## config.mk

```make
export PLATFORM = sky130hd
export DESIGN_NAME = align_buffer_top
export DESIGN_NICKNAME = d
export VERILOG_FILES = /design/src/hw/align_pkg.sv /design/src/hw/align_slot.sv /design/src/hw/align_intake.sv /design/src/hw/align_extract.sv /design/src/hw/align_fetch_ctrl.sv /design/src/hw/align_buffer_top.sv
export SDC_FILE = /design/constraint.sdc
export NUM_CORES = 1
export LEC_CHECK = 0
export BUFFER_PORTS_ARGS = -buffer_cell sky130_fd_sc_hd__buf_4
export CAP_MARGIN = 20
export CORE_UTILIZATION = 50
export CTS_CLUSTER_DIAMETER = 50
export DETAILED_ROUTE_END_ITERATION = 6
export PLACE_DENSITY = 0.74
export RECOVER_POWER = 50
export SLEW_MARGIN = 5
export SYNTH_ARGS = -nofsm -noshare
export SYNTH_HDL_FRONTEND = slang
export SYNTH_SLANG_ARGS = --single-unit
```

## constraint.sdc

```tcl
create_clock -name clk -period 4.7 [get_ports clk]
set_input_delay 0.705 -clock clk [delete_from_list [all_inputs] [get_ports clk]]
set_output_delay 0.705 -clock clk [all_outputs]
set_load 0.03 [all_outputs]
```

## src/hw/align_pkg.sv

```systemverilog
`default_nettype none

package align_pkg;

  // Buffer geometry, three words are needed to hold a split instruction plus one more
  localparam int BUF_DEPTH       = 3;
  localparam int PTR_W           = 2;
  localparam int CNT_W           = 3;
  localparam int OUT_W           = 2;
  localparam int MAX_OUTSTANDING = 2;

  // Data widths
  localparam int WORD_W = 32;
  localparam int HALF_W = 16;

  // Halfword starts a compressed instruction unless both low bits are set
  function automatic logic is_compressed(input logic [HALF_W-1:0] half);
    return (half[1:0] != 2'b11);
  endfunction

  // Pointer step with wrap at the last buffer word
  function automatic logic [PTR_W-1:0] ptr_next(input logic [PTR_W-1:0] ptr);
    return (ptr == PTR_W'(BUF_DEPTH - 1)) ? '0 : ptr + 1'b1;
  endfunction

endpackage

`default_nettype wire

```

## src/hw/align_slot.sv

```systemverilog
`timescale 1ns/100ps
`default_nettype none

module align_slot import align_pkg::*; (
  input  wire logic              clk,
  input  wire logic              rst_n,
  input  wire logic              wr_en_i,
  input  wire logic              pop_i,
  input  wire logic              kill_i,
  input  wire logic [WORD_W-1:0] wdata_i,
  input  wire logic              werr_i,
  output logic                   valid_o,
  output logic [WORD_W-1:0]      data_o,
  output logic                   err_o,
  output logic                   lo_comp_o,
  output logic                   hi_comp_o
);

  // Valid flag
  // Kill wins, then pop, so a word consumed straight from the bus is not kept
  always_ff @(posedge clk or negedge rst_n) begin
    if (!rst_n) begin
      valid_o <= 1'b0;
    end else if (kill_i || pop_i) begin
      valid_o <= 1'b0;
    end else if (wr_en_i) begin
      valid_o <= 1'b1;
    end
  end

  // Payload and halfword predecode, captured with the word
  always_ff @(posedge clk) begin
    if (wr_en_i) begin
      data_o    <= wdata_i;
      err_o     <= werr_i;
      lo_comp_o <= is_compressed(wdata_i[HALF_W-1:0]);
      hi_comp_o <= is_compressed(wdata_i[WORD_W-1:HALF_W]);
    end
  end

endmodule

`default_nettype wire

```

## src/hw/align_intake.sv

```systemverilog
`timescale 1ns/100ps
`default_nettype none

module align_intake import align_pkg::*; (
  input  wire logic              clk,
  input  wire logic              rst_n,
  input  wire logic              resp_valid_i,
  input  wire logic [WORD_W-1:0] resp_rdata_i,
  input  wire logic              pc_set_i,
  input  wire logic [WORD_W-1:0] branch_addr_i,
  input  wire logic [OUT_W-1:0]  flush_load_i,
  output logic                   resp_live_o,
  output logic [BUF_DEPTH-1:0]   wr_en_o,
  output logic [1:0]             n_incoming_o
);

  logic [OUT_W-1:0] n_flush_q;
  logic [PTR_W-1:0] wptr_q;
  logic             aligned_q, aligned_n;
  logic             complete_q, complete_n;
  logic             lo_comp, hi_comp;

  //////////////////////////////
  // Response gating
  //////////////////////////////

  // Words still owed to fetches from before a branch are dropped here
  assign resp_live_o = resp_valid_i && (n_flush_q == '0);

  // One-hot write strobe for the slot under the write pointer
  always_comb begin
    for (int i = 0; i < BUF_DEPTH; i++) begin
      wr_en_o[i] = resp_live_o && (wptr_q == PTR_W'(i));
    end
  end

  //////////////////////////////
  // Instruction counting
  //////////////////////////////

  assign lo_comp = is_compressed(resp_rdata_i[HALF_W-1:0]);
  assign hi_comp = is_compressed(resp_rdata_i[WORD_W-1:HALF_W]);

  // Complete instructions ending in the arriving word
  always_comb begin
    aligned_n    = aligned_q;
    complete_n   = complete_q;
    n_incoming_o = 2'd0;
    if (pc_set_i) begin
      // Halfword target means the low half of the first word is skipped
      aligned_n  = !branch_addr_i[1];
      complete_n = branch_addr_i[1];
    end else if (resp_live_o) begin
      if (aligned_q && !lo_comp) begin
        // Full word instruction, state unchanged
        n_incoming_o = 2'd1;
      end else if (!aligned_q && complete_q) begin
        // First word after a halfword branch, only the upper half counts
        n_incoming_o = hi_comp ? 2'd1 : 2'd0;
        aligned_n    = hi_comp;
        complete_n   = hi_comp;
      end else begin
        // Low half closes an instruction; the upper half may start another
        n_incoming_o = hi_comp ? 2'd2 : 2'd1;
        aligned_n    = hi_comp;
        complete_n   = hi_comp;
      end
    end
  end

  //////////////////////////////
  // State
  //////////////////////////////

  always_ff @(posedge clk or negedge rst_n) begin
    if (!rst_n) begin
      n_flush_q  <= '0;
      wptr_q     <= '0;
      aligned_q  <= 1'b1;
      complete_q <= 1'b0;
    end else begin
      aligned_q  <= aligned_n;
      complete_q <= complete_n;
      if (pc_set_i) begin
        n_flush_q <= flush_load_i;
        wptr_q    <= '0;
      end else begin
        if (resp_valid_i && (n_flush_q != '0)) begin
          n_flush_q <= n_flush_q - 1'b1;
        end
        if (resp_live_o) begin
          wptr_q <= ptr_next(wptr_q);
        end
      end
    end
  end

endmodule

`default_nettype wire

```

## src/hw/align_extract.sv

```systemverilog
`timescale 1ns/100ps
`default_nettype none

module align_extract import align_pkg::*; (
  input  wire logic                             clk,
  input  wire logic                             rst_n,
  input  wire logic                             pc_set_i,
  input  wire logic                             kill_if_i,
  input  wire logic [WORD_W-1:0]                branch_addr_i,
  input  wire logic                             resp_live_i,
  input  wire logic [WORD_W-1:0]                resp_rdata_i,
  input  wire logic                             resp_err_i,
  input  wire logic                             instr_ready_i,
  input  wire logic [BUF_DEPTH-1:0]             slot_valid_i,
  input  wire logic [BUF_DEPTH-1:0][WORD_W-1:0] slot_data_i,
  input  wire logic [BUF_DEPTH-1:0]             slot_err_i,
  input  wire logic [BUF_DEPTH-1:0]             slot_lo_comp_i,
  input  wire logic [BUF_DEPTH-1:0]             slot_hi_comp_i,
  output logic                                  instr_valid_o,
  output logic [WORD_W-1:0]                     instr_rdata_o,
  output logic                                  instr_err_o,
  output logic [WORD_W-1:0]                     instr_addr_o,
  output logic [BUF_DEPTH-1:0]                  pop_o,
  output logic                                  instr_taken_o
);

  logic [PTR_W-1:0]  rptr_q, rptr_nxt;
  logic [WORD_W-1:0] addr_n, addr_incr;
  logic              cur_valid, nxt_valid;
  logic [WORD_W-1:0] cur_word;
  logic [HALF_W-1:0] nxt_half;
  logic              cur_err, nxt_err;
  logic              aligned_comp, unaligned_comp;
  logic              any_valid, split_valid;
  logic              pop;

  //////////////////////////////
  // Source selection
  //////////////////////////////

  assign rptr_nxt  = ptr_next(rptr_q);
  assign cur_valid = slot_valid_i[rptr_q];
  assign nxt_valid = slot_valid_i[rptr_nxt];

  // Empty read slot means the live response is bypassed
  assign cur_word = cur_valid ? slot_data_i[rptr_q] : resp_rdata_i;
  assign cur_err  = cur_valid ? slot_err_i[rptr_q]  : resp_err_i;

  // Low half of the following word for split instructions
  assign nxt_half = nxt_valid ? slot_data_i[rptr_nxt][HALF_W-1:0] : resp_rdata_i[HALF_W-1:0];
  assign nxt_err  = nxt_valid ? slot_err_i[rptr_nxt] : resp_err_i;

  // Length bits, predecoded in the slots
  assign aligned_comp   = cur_valid ? slot_lo_comp_i[rptr_q]
                                    : is_compressed(resp_rdata_i[HALF_W-1:0]);
  assign unaligned_comp = cur_valid ? slot_hi_comp_i[rptr_q]
                                    : is_compressed(resp_rdata_i[WORD_W-1:HALF_W]);

  assign any_valid   = cur_valid || resp_live_i;
  // Split word needs both halves present
  assign split_valid = nxt_valid || (cur_valid && resp_live_i);

  //////////////////////////////
  // Decoder output
  //////////////////////////////

  always_comb begin
    instr_rdata_o = cur_word;
    instr_err_o   = cur_err;
    instr_valid_o = any_valid;
    if (instr_addr_o[1]) begin
      instr_rdata_o = {nxt_half, cur_word[WORD_W-1:HALF_W]};
      instr_err_o   = unaligned_comp ? cur_err : (cur_err || nxt_err);
      instr_valid_o = unaligned_comp ? any_valid : split_valid;
    end
    // Kill discards whatever is on the way out
    if (kill_if_i) begin
      instr_valid_o = 1'b0;
    end
  end

  assign instr_taken_o = instr_valid_o && instr_ready_i;

  // Next address and pop of a used-up word
  assign addr_incr = {instr_addr_o[WORD_W-1:2], 2'b00} + WORD_W'(4);

  always_comb begin
    addr_n = instr_addr_o;
    pop    = 1'b0;
    if (instr_taken_o) begin
      if (instr_addr_o[1]) begin
        addr_n = {addr_incr[WORD_W-1:2], unaligned_comp ? 2'b00 : 2'b10};
        pop    = 1'b1;
      end else if (aligned_comp) begin
        addr_n = {instr_addr_o[WORD_W-1:2], 2'b10};
      end else begin
        addr_n = addr_incr;
        pop    = 1'b1;
      end
    end
  end

  always_comb begin
    pop_o = '0;
    if (pop) begin
      pop_o[rptr_q] = 1'b1;
    end
  end

  // Read pointer and address
  always_ff @(posedge clk or negedge rst_n) begin
    if (!rst_n) begin
      rptr_q       <= '0;
      instr_addr_o <= '0;
    end else if (pc_set_i) begin
      rptr_q       <= '0;
      instr_addr_o <= branch_addr_i;
    end else begin
      if (pop) begin
        rptr_q <= rptr_nxt;
      end
      instr_addr_o <= addr_n;
    end
  end

endmodule

`default_nettype wire

```

## src/hw/align_fetch_ctrl.sv

```systemverilog
`timescale 1ns/100ps
`default_nettype none

module align_fetch_ctrl import align_pkg::*; (
  input  wire logic              clk,
  input  wire logic              rst_n,
  input  wire logic              instr_req_i,
  input  wire logic              pc_set_i,
  input  wire logic              kill_if_i,
  input  wire logic [WORD_W-1:0] branch_addr_i,
  input  wire logic              fetch_ready_i,
  input  wire logic              resp_valid_i,
  input  wire logic [1:0]        n_incoming_i,
  input  wire logic              instr_taken_i,
  output logic                   fetch_valid_o,
  output logic                   fetch_branch_o,
  output logic [WORD_W-1:0]      fetch_branch_addr_o,
  output logic                   prefetch_busy_o,
  output logic [OUT_W-1:0]       flush_load_o
);

  logic [CNT_W-1:0] instr_cnt_q;
  logic [OUT_W-1:0] outstanding_q;
  logic             fetch_accept;

  // Keep fetching only while the buffer is nearly drained
  assign fetch_valid_o = instr_req_i &&
                         (outstanding_q < OUT_W'(MAX_OUTSTANDING)) &&
                         ((instr_cnt_q == '0) ||
                          ((instr_cnt_q == CNT_W'(1)) && (outstanding_q == '0)) ||
                          pc_set_i);

  assign prefetch_busy_o = (outstanding_q != '0) || fetch_valid_o;
  assign fetch_accept    = fetch_valid_o && fetch_ready_i;

  // Branch target goes out word aligned
  assign fetch_branch_o      = pc_set_i;
  assign fetch_branch_addr_o = {branch_addr_i[WORD_W-1:2], 2'b00};

  // Responses to drop after a branch; one arriving now is already handled
  assign flush_load_o = resp_valid_i ? outstanding_q - 1'b1 : outstanding_q;

  //////////////////////////////
  // Counters
  //////////////////////////////

  always_ff @(posedge clk or negedge rst_n) begin
    if (!rst_n) begin
      instr_cnt_q   <= '0;
      outstanding_q <= '0;
    end else begin
      // Buffered instructions, emptied on kill
      if (kill_if_i) begin
        instr_cnt_q <= '0;
      end else begin
        instr_cnt_q <= instr_cnt_q + CNT_W'(n_incoming_i) - CNT_W'(instr_taken_i);
      end
      // Outstanding fetches survive a kill, their responses still arrive
      if (fetch_accept && !resp_valid_i) begin
        outstanding_q <= outstanding_q + 1'b1;
      end else if (!fetch_accept && resp_valid_i) begin
        outstanding_q <= outstanding_q - 1'b1;
      end
    end
  end

endmodule

`default_nettype wire

```

## src/hw/align_buffer_top.sv

```systemverilog
`timescale 1ns/100ps
`default_nettype none

module align_buffer_top import align_pkg::*; (
  input  wire logic              clk,
  input  wire logic              rst_n,
  input  wire logic              instr_req_i,
  input  wire logic              pc_set_i,
  input  wire logic              kill_if_i,
  input  wire logic [WORD_W-1:0] branch_addr_i,
  input  wire logic              fetch_ready_i,
  input  wire logic              resp_valid_i,
  input  wire logic [WORD_W-1:0] resp_rdata_i,
  input  wire logic              resp_err_i,
  input  wire logic              instr_ready_i,
  output logic                   fetch_valid_o,
  output logic                   fetch_branch_o,
  output logic [WORD_W-1:0]      fetch_branch_addr_o,
  output logic                   prefetch_busy_o,
  output logic                   instr_valid_o,
  output logic [WORD_W-1:0]      instr_rdata_o,
  output logic                   instr_err_o,
  output logic [WORD_W-1:0]      instr_addr_o
);

  logic                             resp_live;
  logic [BUF_DEPTH-1:0]             wr_en, pop;
  logic [BUF_DEPTH-1:0]             slot_valid, slot_err, slot_lo_comp, slot_hi_comp;
  logic [BUF_DEPTH-1:0][WORD_W-1:0] slot_data;
  logic [1:0]                       n_incoming;
  logic                             instr_taken;
  logic [OUT_W-1:0]                 flush_load;

  // Write side
  align_intake u_intake (
    .clk(clk), .rst_n(rst_n),
    .resp_valid_i(resp_valid_i), .resp_rdata_i(resp_rdata_i),
    .pc_set_i(pc_set_i), .branch_addr_i(branch_addr_i), .flush_load_i(flush_load),
    .resp_live_o(resp_live), .wr_en_o(wr_en), .n_incoming_o(n_incoming)
  );

  // Word storage, response word and error broadcast to all slots
  for (genvar i = 0; i < BUF_DEPTH; i++) begin : g_slot
    align_slot u_slot (
      .clk(clk), .rst_n(rst_n),
      .wr_en_i(wr_en[i]), .pop_i(pop[i]), .kill_i(kill_if_i),
      .wdata_i(resp_rdata_i), .werr_i(resp_err_i),
      .valid_o(slot_valid[i]), .data_o(slot_data[i]), .err_o(slot_err[i]),
      .lo_comp_o(slot_lo_comp[i]), .hi_comp_o(slot_hi_comp[i])
    );
  end

  // Read side towards the decoder
  align_extract u_extract (
    .clk(clk), .rst_n(rst_n),
    .pc_set_i(pc_set_i), .kill_if_i(kill_if_i), .branch_addr_i(branch_addr_i),
    .resp_live_i(resp_live), .resp_rdata_i(resp_rdata_i), .resp_err_i(resp_err_i),
    .instr_ready_i(instr_ready_i),
    .slot_valid_i(slot_valid), .slot_data_i(slot_data), .slot_err_i(slot_err),
    .slot_lo_comp_i(slot_lo_comp), .slot_hi_comp_i(slot_hi_comp),
    .instr_valid_o(instr_valid_o), .instr_rdata_o(instr_rdata_o),
    .instr_err_o(instr_err_o), .instr_addr_o(instr_addr_o),
    .pop_o(pop), .instr_taken_o(instr_taken)
  );

  // Fetch throttling and branch handling
  align_fetch_ctrl u_fetch_ctrl (
    .clk(clk), .rst_n(rst_n),
    .instr_req_i(instr_req_i), .pc_set_i(pc_set_i), .kill_if_i(kill_if_i),
    .branch_addr_i(branch_addr_i), .fetch_ready_i(fetch_ready_i),
    .resp_valid_i(resp_valid_i), .n_incoming_i(n_incoming), .instr_taken_i(instr_taken),
    .fetch_valid_o(fetch_valid_o), .fetch_branch_o(fetch_branch_o),
    .fetch_branch_addr_o(fetch_branch_addr_o), .prefetch_busy_o(prefetch_busy_o),
    .flush_load_o(flush_load)
  );

endmodule

`default_nettype wire

```

Yosys cells after proc, flatten, opt, wreduce, memory -nomap -nowiden

Cells that the tools add are included.
W data, S select, Z words.

Flip-flop bits (word level): 153
Output and inout bits: 101
Word-level logic and storage cells: 157
Bits of input ports: 73

Eq/ne operators: 8
Reduce and logical (&&, ||, !) cells: 46
Add/subtract/negate cells: 8
Muxes and demuxes: 67
$lt $le $gt $ge: 4

Operator list:

| operator                | number |
|---|---|
| $mux W32                | 7 |
| $bmux W32 S2            | 2 |
| $mux W2                 | 17 |
| $add A32 B3 Y32 const B | 1 |
| $mux W16                | 2 |
| $mux W1                 | 30 |
| $reduce_bool A2 Y1      | 10 |
| $logic_and A1 B1 Y1     | 16 |
| $bmux W1 S2             | 6 |
| $logic_or A1 B1 Y1      | 9 |
| $add A2 B1 Y2 const B   | 3 |
| $logic_not A2 Y1        | 3 |
| $lt A2 B3 Y1 const B    | 2 |
| $mux W3                 | 2 |
| $ne A2 B2 Y1 const B    | 3 |
| $logic_not A1 Y1        | 5 |
| $eq A2 B2 Y1 const B    | 2 |
| $reduce_and A2 Y1       | 2 |
| $sub A2 B1 Y2 const B   | 2 |
| $add A3 B2 Y3           | 1 |
| $eq A3 B1 Y1 const B    | 1 |
| $logic_not A3 Y1        | 1 |
| $ne A3 B2 Y1 const B    | 1 |
| $sub A3 B1 Y3           | 1 |
| other kinds (4)         | 4 |

Logic depth before layout (Yosys ltp)

Gate-level depths: netlist (run 1).

Word-level depth: 13
Depth in mapped cells: 14
Mapped depth without buffers: 13

By module

Synthesis (run 1) repeated with hierarchy kept, for this count alone.

Cells, all modules: 788
Area, all modules: 8216.6 sq um

Modules (own cells, without submodules):

| module           | sequential area each (sq um) | times used | cells an instance | area each (sq um) |
|---|---|---|---|---|
| align_extract    | 850.8                        | 1          | 553               | 3930.0 |
| align_slot       | 1076.0                       | 3          | 40                | 1097.3 |
| align_fetch_ctrl | 125.1                        | 1          | 73                | 620.6 |
| align_intake     | 151.4                        | 1          | 42                | 374.1 |

Least setup slack after synthesis (run 1)

OpenSTA, ideal clock, no wires.

Path type: in2reg
Start point: input resp_valid_i
End point: register g_slot[1].u_slot.data_o[0], enable pin
Buffers on the path: 1
Path slack: 0.433 ns
Data required time: 4.217 ns
Data arrival time: 3.784 ns
Cell stages on the path: 3
Cells stage by stage: buf_2 -> nand2_1 -> nor3b_1

Word-level cells in the longest chain between the ends: 2

RTL lines:

| what                         | RTL line               | source |
|---|---|---|
| start: declaration           | align_buffer_top.sv:12 | `input wire logic resp_valid_i,` |
| $logic_and A1 B1 Y1          | align_intake.sv:28     | `assign resp_live_o = resp_valid_i && (n_flush_q == '0);` |
| $logic_and A1 B1 Y1          | align_intake.sv:33     | `wr_en_o[i] = resp_live_o && (wptr_q == PTR_W'(i));` |
| via g_slot[1].u_slot.wr_en_i | align_slot.sv:7        | `input wire logic wr_en_i,` |
| end signal: assignment       | align_slot.sv:34       | `data_o <= wdata_i;` |
| end: declaration             | align_slot.sv:13       | `output logic [WORD_W-1:0] data_o,` |

The timed path passes the listed nets, and every way through them passes these cells.
A chain may end at the register's enable or synchronous reset.

Worst setup path after layout (run 1)

Start point: register u_extract.rptr_q[1]
End point: output instr_rdata_o[27]

Word-level cells in the longest chain between the ends: 6
Elaborated cells between the ends (all ways): 14
Classes of those cells: 1 x add/sub; 1 x eq/ne; 12 x mux

RTL lines:

| what                                                             | RTL line                                 | source |
|---|---|---|
| start: declaration                                               | align_extract.sv:27                      | `logic [PTR_W-1:0] rptr_q, rptr_nxt;` |
| start signal: assignment                                         | align_extract.sv:120                     | `rptr_q <= rptr_nxt;` |
| $add A2 B1 Y2 / $eq A2 B2 Y1 (equally long branches)             | align_pkg.sv:23                          | `return (ptr == PTR_W'(BUF_DEPTH - 1)) ? '0 : ptr + 1'b1;` |
| $mux W2                                                          | align_pkg.sv:23                          |  |
| $bmux W32 S2 / $bmux W1 S2 (equally long branches)               | align_extract.sv:50, align_extract.sv:43 |  |
| $mux W16 (not written as such) / $mux W1 (equally long branches) | align_extract.sv:50, align_extract.sv:43 |  |
| $mux W16                                                         | align_extract.sv:50                      | `assign nxt_half = nxt_valid ? slot_data_i[rptr_nxt][HALF_W-1:0] : resp_rdata_i[HALF_W-1:0];` |
| $mux W32 (*)                                                     | align_extract.sv:71                      | `if (instr_addr_o[1]) begin` |
| end: declaration                                                 | align_buffer_top.sv:21                   | `output logic [WORD_W-1:0] instr_rdata_o,` |

Mark *: on every way between the ends. The rest lies on a longest branch, timed or not. The select of a mux whose other input is x is not followed.

==> flow_summary_export.csv, run 1 <==
group,metric,value,unit
synth,synth-edff-count,105,
global_route,grt-ovfl-total,0,
hold_path,hold_path_class,"input port to flop",
setup_path,crit_chain,"buf_4, nand3b_1, o21ai_4, buf_4, o21ai_0, o21ai_0, buf_4",
setup_path,max_stage_delay,0.54,ns
synth,synth_seq_cells,153,
global_route,track_usage,23.5,%
cts,clkSlewWorstSetupHoldPaths,0.06,ns
final_layout,final_net_count,987,
synth,async_reset_ff_share,31.4,%
route,route.vias.total,6516,
sta,fmax,267,MHz
die,num_rows,46,
sta,skew,0.00490,ns
final_layout,area_delta_synth_final,18.4,%
power,power_density,426,mW/mm^2
global_route,grt_pass1_wl,30400,um
die,ios,174,
route,wl,19200,um
status,violations,"capacitance limit, slew limit",
route,firstDrtPassIters,5,
placement,finalWeightedCongestion,0.797,
cts,root_buffer,"clkbuf_16",
setup_path,critPathLaunch,"u_extract.rptr_q[1]",
placement,dpl_cell_area,0.00937,sq mm
synth,synth-simple-area-share,13.8,%
route,drt_iter0_markers,550,
setup_path,worstSetupPathType,"flop to output pin",
setup_path,cp.arrival,3.04,ns
sta,post-route-period-util,79.8,%
sta,final_hold_viol_count,0,
power,swShare,33.2,%
cts,worstSkewPairLatency,0.42,ns
cts,cts.repair.resized,0,
sta,setup_ws,0.950,ns
die,die_w,130,um
setup_path,cp_slowest_cell,"buf_4",
synth,synth_area_leaders,"edfxtp_1 39%, dfrtp_1 14%, mux2i_1 7.0%, o21ai_0 5.9%, nand2_1 5.1%",
global_route,grt_max_degree,80,
hold_path,min_from,"branch_addr_i[1]",
sta,maxSlewViolCount,49,
global_route,grt_pass1_vias,6181,
synth,synth-xor-area-share,2.58,%
synth,yosys_warnings,0,
setup_path,reg2reg_setup_slack,1.25,ns
synth,ys.flop_type,"edfxtp_1",
cts,post_cts_buffers,0,
synth,syn_area,0.00816,sq mm
setup_path,worst_setup_path_end_kind,"output pin",
final_layout,utilization,60.8,%
power,power.leakage,3.34,nW
setup_path,crit_end,"instr_rdata_o[27]",
die,core-area,0.0159,sq mm
cts,cts_htree_levels,4,
route,final_antenna_net_count,0,
final_layout,fillerInstances,1410,
cts,clockBufferDepth,2,
final_layout,final_layout_size_suffix_gt1_share,16.0,%
synth,synth_top_family_by_area,"compound AO/OA/AOI/OAI gates",
power,power_frac_clock,31.9,%
sta,setup_tns,0,ns
synth,seq_area_frac_synth,53.4,%
die,die-area,0.0168,sq mm
route,drc_errors,0,
power,ir_drop,265,uV
synth,synthCells,791,
synth,synthAdderAreaFrac,1.47,%
cts,tritoncts,"built",
placement,post-place-ws,1.10,ns
setup_path,cp_max_fo,67,
sta,fin_crit,3.75,ns
final_layout,final_cell_mix,"110 x nand2_1, 105 x edfxtp_1, 104 x buf_4, 97 x o21ai_0, 80 x clkbuf_1",
power,p_comb_share,27.6,%
power,intPower,2.75,mW
setup_path,cpLargestDelayFamily,"buffers and inverters",
synth,synth_top_cell_area_share,38.6,%
sta,worstMarginPinSlew,2.62,ns
final_layout,mostFrequentLayoutCell,"nand2_1",
sta,setup_viol,0,
route,viasPerCell,5.75,
final_layout,fin_area,0.00967,sq mm
setup_path,r2r-end,"u_fetch_ctrl.instr_cnt_q[2]",
power,power_frac_seq,40.4,%
sta,relSlewSlack,-74.6,%
die,die_y,130,um
setup_path,ff2ff_path_depth,12,
global_route,antenna_found_initial,0,
setup_path,crit_required,3.99,ns
setup_path,path_depth,7,
synth,synthMuxAreaShare,6.99,%
cts,ctsHoldBuffers,0,
job,max-cap-violations,1,
setup_path,cp-start-kind,"flop",
power,power,4.12,mW
synth,netlist-cell-type-count,49,
cts,cts_buffers,17,
setup_path,crit_top_cell,"buf_4",
route,routedWlPerCell,16.9,um
power,p_switching,1.37,mW
placement,place.port_buffers,171,
synth,synth_compound_area_share,15.3,%
setup_path,timing.rr.start,"u_extract.rptr_q[1]",
final_layout,antenna_cells,0,
synth,syn_area_per_cell,10.3,sq um
synth,yosysTopAreaCell,"edfxtp_1",
sta,rsz0062_at_grt,"false",
setup_path,path_buf_inv,3,
placement,dp_hpwl,12800,um
status,status,"finished, violations left",
die,start_util,51.4,%
cts,clock-sinks,153,
-- registers in the layout (all words and copies together) (netlist names), 3 cells and up --
signal and flops:
u_extract.instr_addr_o 32, g_slot.u_slot.err_o 3, g_slot.u_slot.valid_o 3, u_fetch_ctrl.instr_cnt_q 3
g_slot.u_slot.lo_comp_o 3, g_slot.u_slot.data_o 96, g_slot.u_slot.hi_comp_o 3
-- layout make-up --
cell class	instances	area, sq um	share of cell area, %
clock inverter	13	146	1.51
tap	216	270	2.80
inverter	13	48.8	0.505
multi-input combinational	536	3320	34.4
sequential	153	4360	45.1
clock buffer	18	429	4.44
timing repair buffer	184	1090	11.3
-- power groups by stage --
stage	clock network [mW]	logic (mW)	registers, mW
floorplan	0	0.729	1.73
CTS	1.34	1.18	1.67
global placement	0	1.16	1.69
detailed placement	0	1.18	1.69
finish	1.32	1.14	1.67
global route	1.40	1.24	1.68
-- stage by stage --
step                      hold WS [ns]  cells
after floorplan                  0.409    792
after global placement           0.494   1101
after detailed placement         0.511   1101
after CTS                        0.313   1132
after global routing             0.416   1133
final                            0.425   1133
-- Yosys cell counts (all sizes together) (2+ instances only) --
master,count
a211oi,6
a21oi,25
a221o,6
a22oi,3
a31oi,4
and2,4
and3,4
and4,3
buf,56
clkbuf,34
dfrtp,47
edfxtp,105
ha,8
inv,13
mux2i,57
nand2,110
nand2b,3
nand3,13
nand3b,3
nand4,9
nor2,42
nor2b,7
nor3,7
nor3b,6
nor4,20
nor4b,2
o2111ai,2
o211a,2
o211ai,49
o21a,2
o21ai,100
o31ai,2
or3,5
or4,2
xnor2,22
xor2,2
-- worst min path at each step --
stage | endpoint | slack (ns) | cells past startpoint
floorplan | g_slot[0].u_slot.valid_o | 0.41 | 0
CTS | u_extract.instr_addr_o[14] | 0.31 | 1
finish | u_intake.aligned_q | 0.42 | 2
detailed placement | u_fetch_ctrl.outstanding_q[0] | 0.51 | 1
global placement | u_fetch_ctrl.outstanding_q[1] | 0.49 | 2
global route | u_intake.aligned_q | 0.42 | 2
-- kinds of logic after synthesis --
kind of cell | count (synthesis)
AOI/OAI and AO/OA | 204
adders and majority gates | 9
muxes | 57
other | 1
and+or+nand+nor | 240
DFF | 153
xor gates and xnor gates | 24
buffers and inverters | 103
-- routing by layer --
| metal | up-vias | GRT usage [%] | part of all wire (%) |
|---|---|---|---|
| met1 | 3128 | 29.0 | 42 |
| met3 | 20 | 4.96 | 6.0 |
| met5 | - | 0 | 0 |
| met4 | 0 | 8.82 | 1.3 |
| met2 | 255 | 40.6 | 51 |
| li1 | 3113 | - | - |
Power figures use the tool's default switching activity.
==> inputs of run 2 (changes only) <==
- clock period: 4.7 -> 3.69 ns (I/O delays scaled with it)
==> flow_summary_export.csv, run 2 (same netlist as run 1, synthesis figures left out) <==
group,metric,value,unit
setup_path,cp_slowest_cell,"dfrtp_4",
final_layout,area_delta_synth_final,19.5,%
setup_path,cp_max_fo,44,
route,viasPerCell,5.75,
sta,fmax,296,MHz
cts,post_cts_buffers,0,
route,wl,19800,um
placement,finalWeightedCongestion,0.776,
global_route,grt_pass1_vias,6223,
die,core-area,0.0159,sq mm
die,start_util,51.4,%
setup_path,timing.rr.start,"u_extract.rptr_q[1]",
power,ir_drop,340,uV
sta,fin_crit,3.38,ns
route,routedWlPerCell,17.3,um
setup_path,reg2reg_setup_slack,0.64,ns
cts,cts_buffers,17,
setup_path,critPathLaunch,"u_extract.rptr_q[1]",
final_layout,seqCellArea,0.00436,sq mm
setup_path,worstSetupPathType,"flop to output pin",
placement,post-place-ws,0.651,ns
sta,skew,0.0112,ns
die,die_y,130,um
setup_path,r2r-end,"u_extract.instr_addr_o[25]",
die,ios,174,
setup_path,crit_top_cell,"o21ai_0",
route,drt_iter0_markers,467,
global_route,grt_pass1_wl,31000,um
setup_path,crit_required,3.14,ns
sta,maxSlewViolCount,49,
sta,whs,0.291,ns
final_layout,top_regs,"g_slot.u_slot.data_o: 96 flops, u_extract.instr_addr_o: 32 flops",
setup_path,worst_setup_path_end_kind,"output pin",
sta,setup_ws,0.312,ns
sta,post-route-period-util,91.6,%
die,die_w,130,um
power,power.leakage,3.38,nW
global_route,grt_max_degree,78,
cts,ctsHoldBuffers,0,
die,die-area,0.0168,sq mm
cts,clkSlewWorstSetupHoldPaths,0.06,ns
hold_path,whs_path_depth,2,
route,drc_errors,0,
setup_path,cp-start-kind,"flop",
sta,relSlewSlack,-80.5,%
global_route,track_usage,24.3,%
status,violations,"capacitance limit, slew limit",
route,final_antenna_net_count,0,
hold_path,min_from,"branch_addr_i[1]",
sta,setup_viol,0,
status,status,"finished, violations left",
cts,tritoncts,"built",
hold_path,whs_endpoint,"u_intake.aligned_q",
final_layout,final_cell_mix,"110 x nand2_1, 108 x buf_4, 105 x edfxtp_1, 97 x o21ai_0, 81 x clkbuf_1",
final_layout,largest_register,"g_slot.u_slot.data_o",
cts,cts.repair.resized,0,
die,num_rows,46,
final_layout,utilization,61.4,%
setup_path,cp.arrival,2.82,ns
sta,rsz0062_at_grt,"false",
power,power_density,545,mW/mm^2
route,route.vias.total,6557,
setup_path,max_stage_delay,0.62,ns
final_layout,largest_reg_flops,96,
hold_path,hold_path_class,"input port to flop",
sta,setup_tns,0,ns
final_layout,fillerInstances,1400,
final_layout,mostFrequentLayoutCell,"nand2_1",
global_route,grt-ovfl-total,0,
sta,worstMarginPinSlew,2.71,ns
final_layout,final_net_count,994,
cts,clock-sinks,153,
cts,clockBufferDepth,2,
placement,place.port_buffers,171,
cts,cts_htree_levels,4,
route,firstDrtPassIters,4,
global_route,antenna_found_initial,1,
setup_path,ff2ff_path_depth,7,
sta,final_hold_viol_count,0,
placement,dp_hpwl,13300,um
final_layout,final_layout_size_suffix_gt1_share,16.6,%
job,max-cap-violations,1,
setup_path,crit_chain,"mux2i_1, o21ai_4, buf_12, o211ai_1, o21ai_0, o21ai_0, buf_4",
final_layout,multi_input_area,0.00334,sq mm
cts,root_buffer,"clkbuf_16",
final_layout,antenna_cells,0,
cts,worstSkewPairLatency,0.43,ns
==> run 2: changes by cell type in the layout (fill, tap and decap cells not counted), sizes merged <==
cell	change
clkinvlp	-2
clkbuf	+1
buf	+5
bufinv	-1
clkinv	-2
inv	+7
==> run 2: through the flow <==
step | cell area [sq um] | total power, mW | instances
floorplan | 8180 | 3.13 | 792
global placement | 9480 | 3.67 | 1109
detailed placement | 9480 | 3.70 | 1109
CTS | 10100 | 5.39 | 1141
global route | 9750 | 5.56 | 1141
finish | 9750 | 5.32 | 1141
==> run 2: power by group <==
part           internal (mW)  switching [mW]  total, mW
clock                  0.956           0.742       1.70
combinational          0.508           0.985       1.49
sequential              2.02           0.106       2.12
==> run 2: worst max path at each step <==
stage,endpoint,slack (ns)
floorplan,u_fetch_ctrl.instr_cnt_q[2],0.63
global placement,u_extract.instr_addr_o[25],0.69
detailed placement,u_extract.instr_addr_o[25],0.65
CTS,instr_rdata_o[10],0.30
global route,instr_rdata_o[11],0.15
finish,instr_rdata_o[10],0.31
==> run 2: per-layer routing <==
layer / wire length [um] / track usage [%] / vias up
met2: 9890 / 41.8 / 207
met1: 8380 / 30.0 / 3196
met4: 418 / 9.44 / 2
met3: 1050 / 5.13 / 30
met5: 14 / 0 / -
li1: - / - / 3122
==> run 2: critical path: cells and delay by family (launching register included) <==
| family | cells | cell delay [ns] |
|---|---|---|
| DFF | 1 | 0.62 |
| AOI/OAI and AO/OA | 4 | 1.03 |
| muxes | 1 | 0.24 |
| buffers and inverters | 2 | 0.50 |
==> run 2: area by class of cell <==
class	count	area share [%]
tap	216	2.77
sequential	153	44.7
inverter	13	0.500
clock buffer	17	4.36
multi-input combinational	536	34.2
clock inverter	15	1.57
timing repair buffer	191	11.8
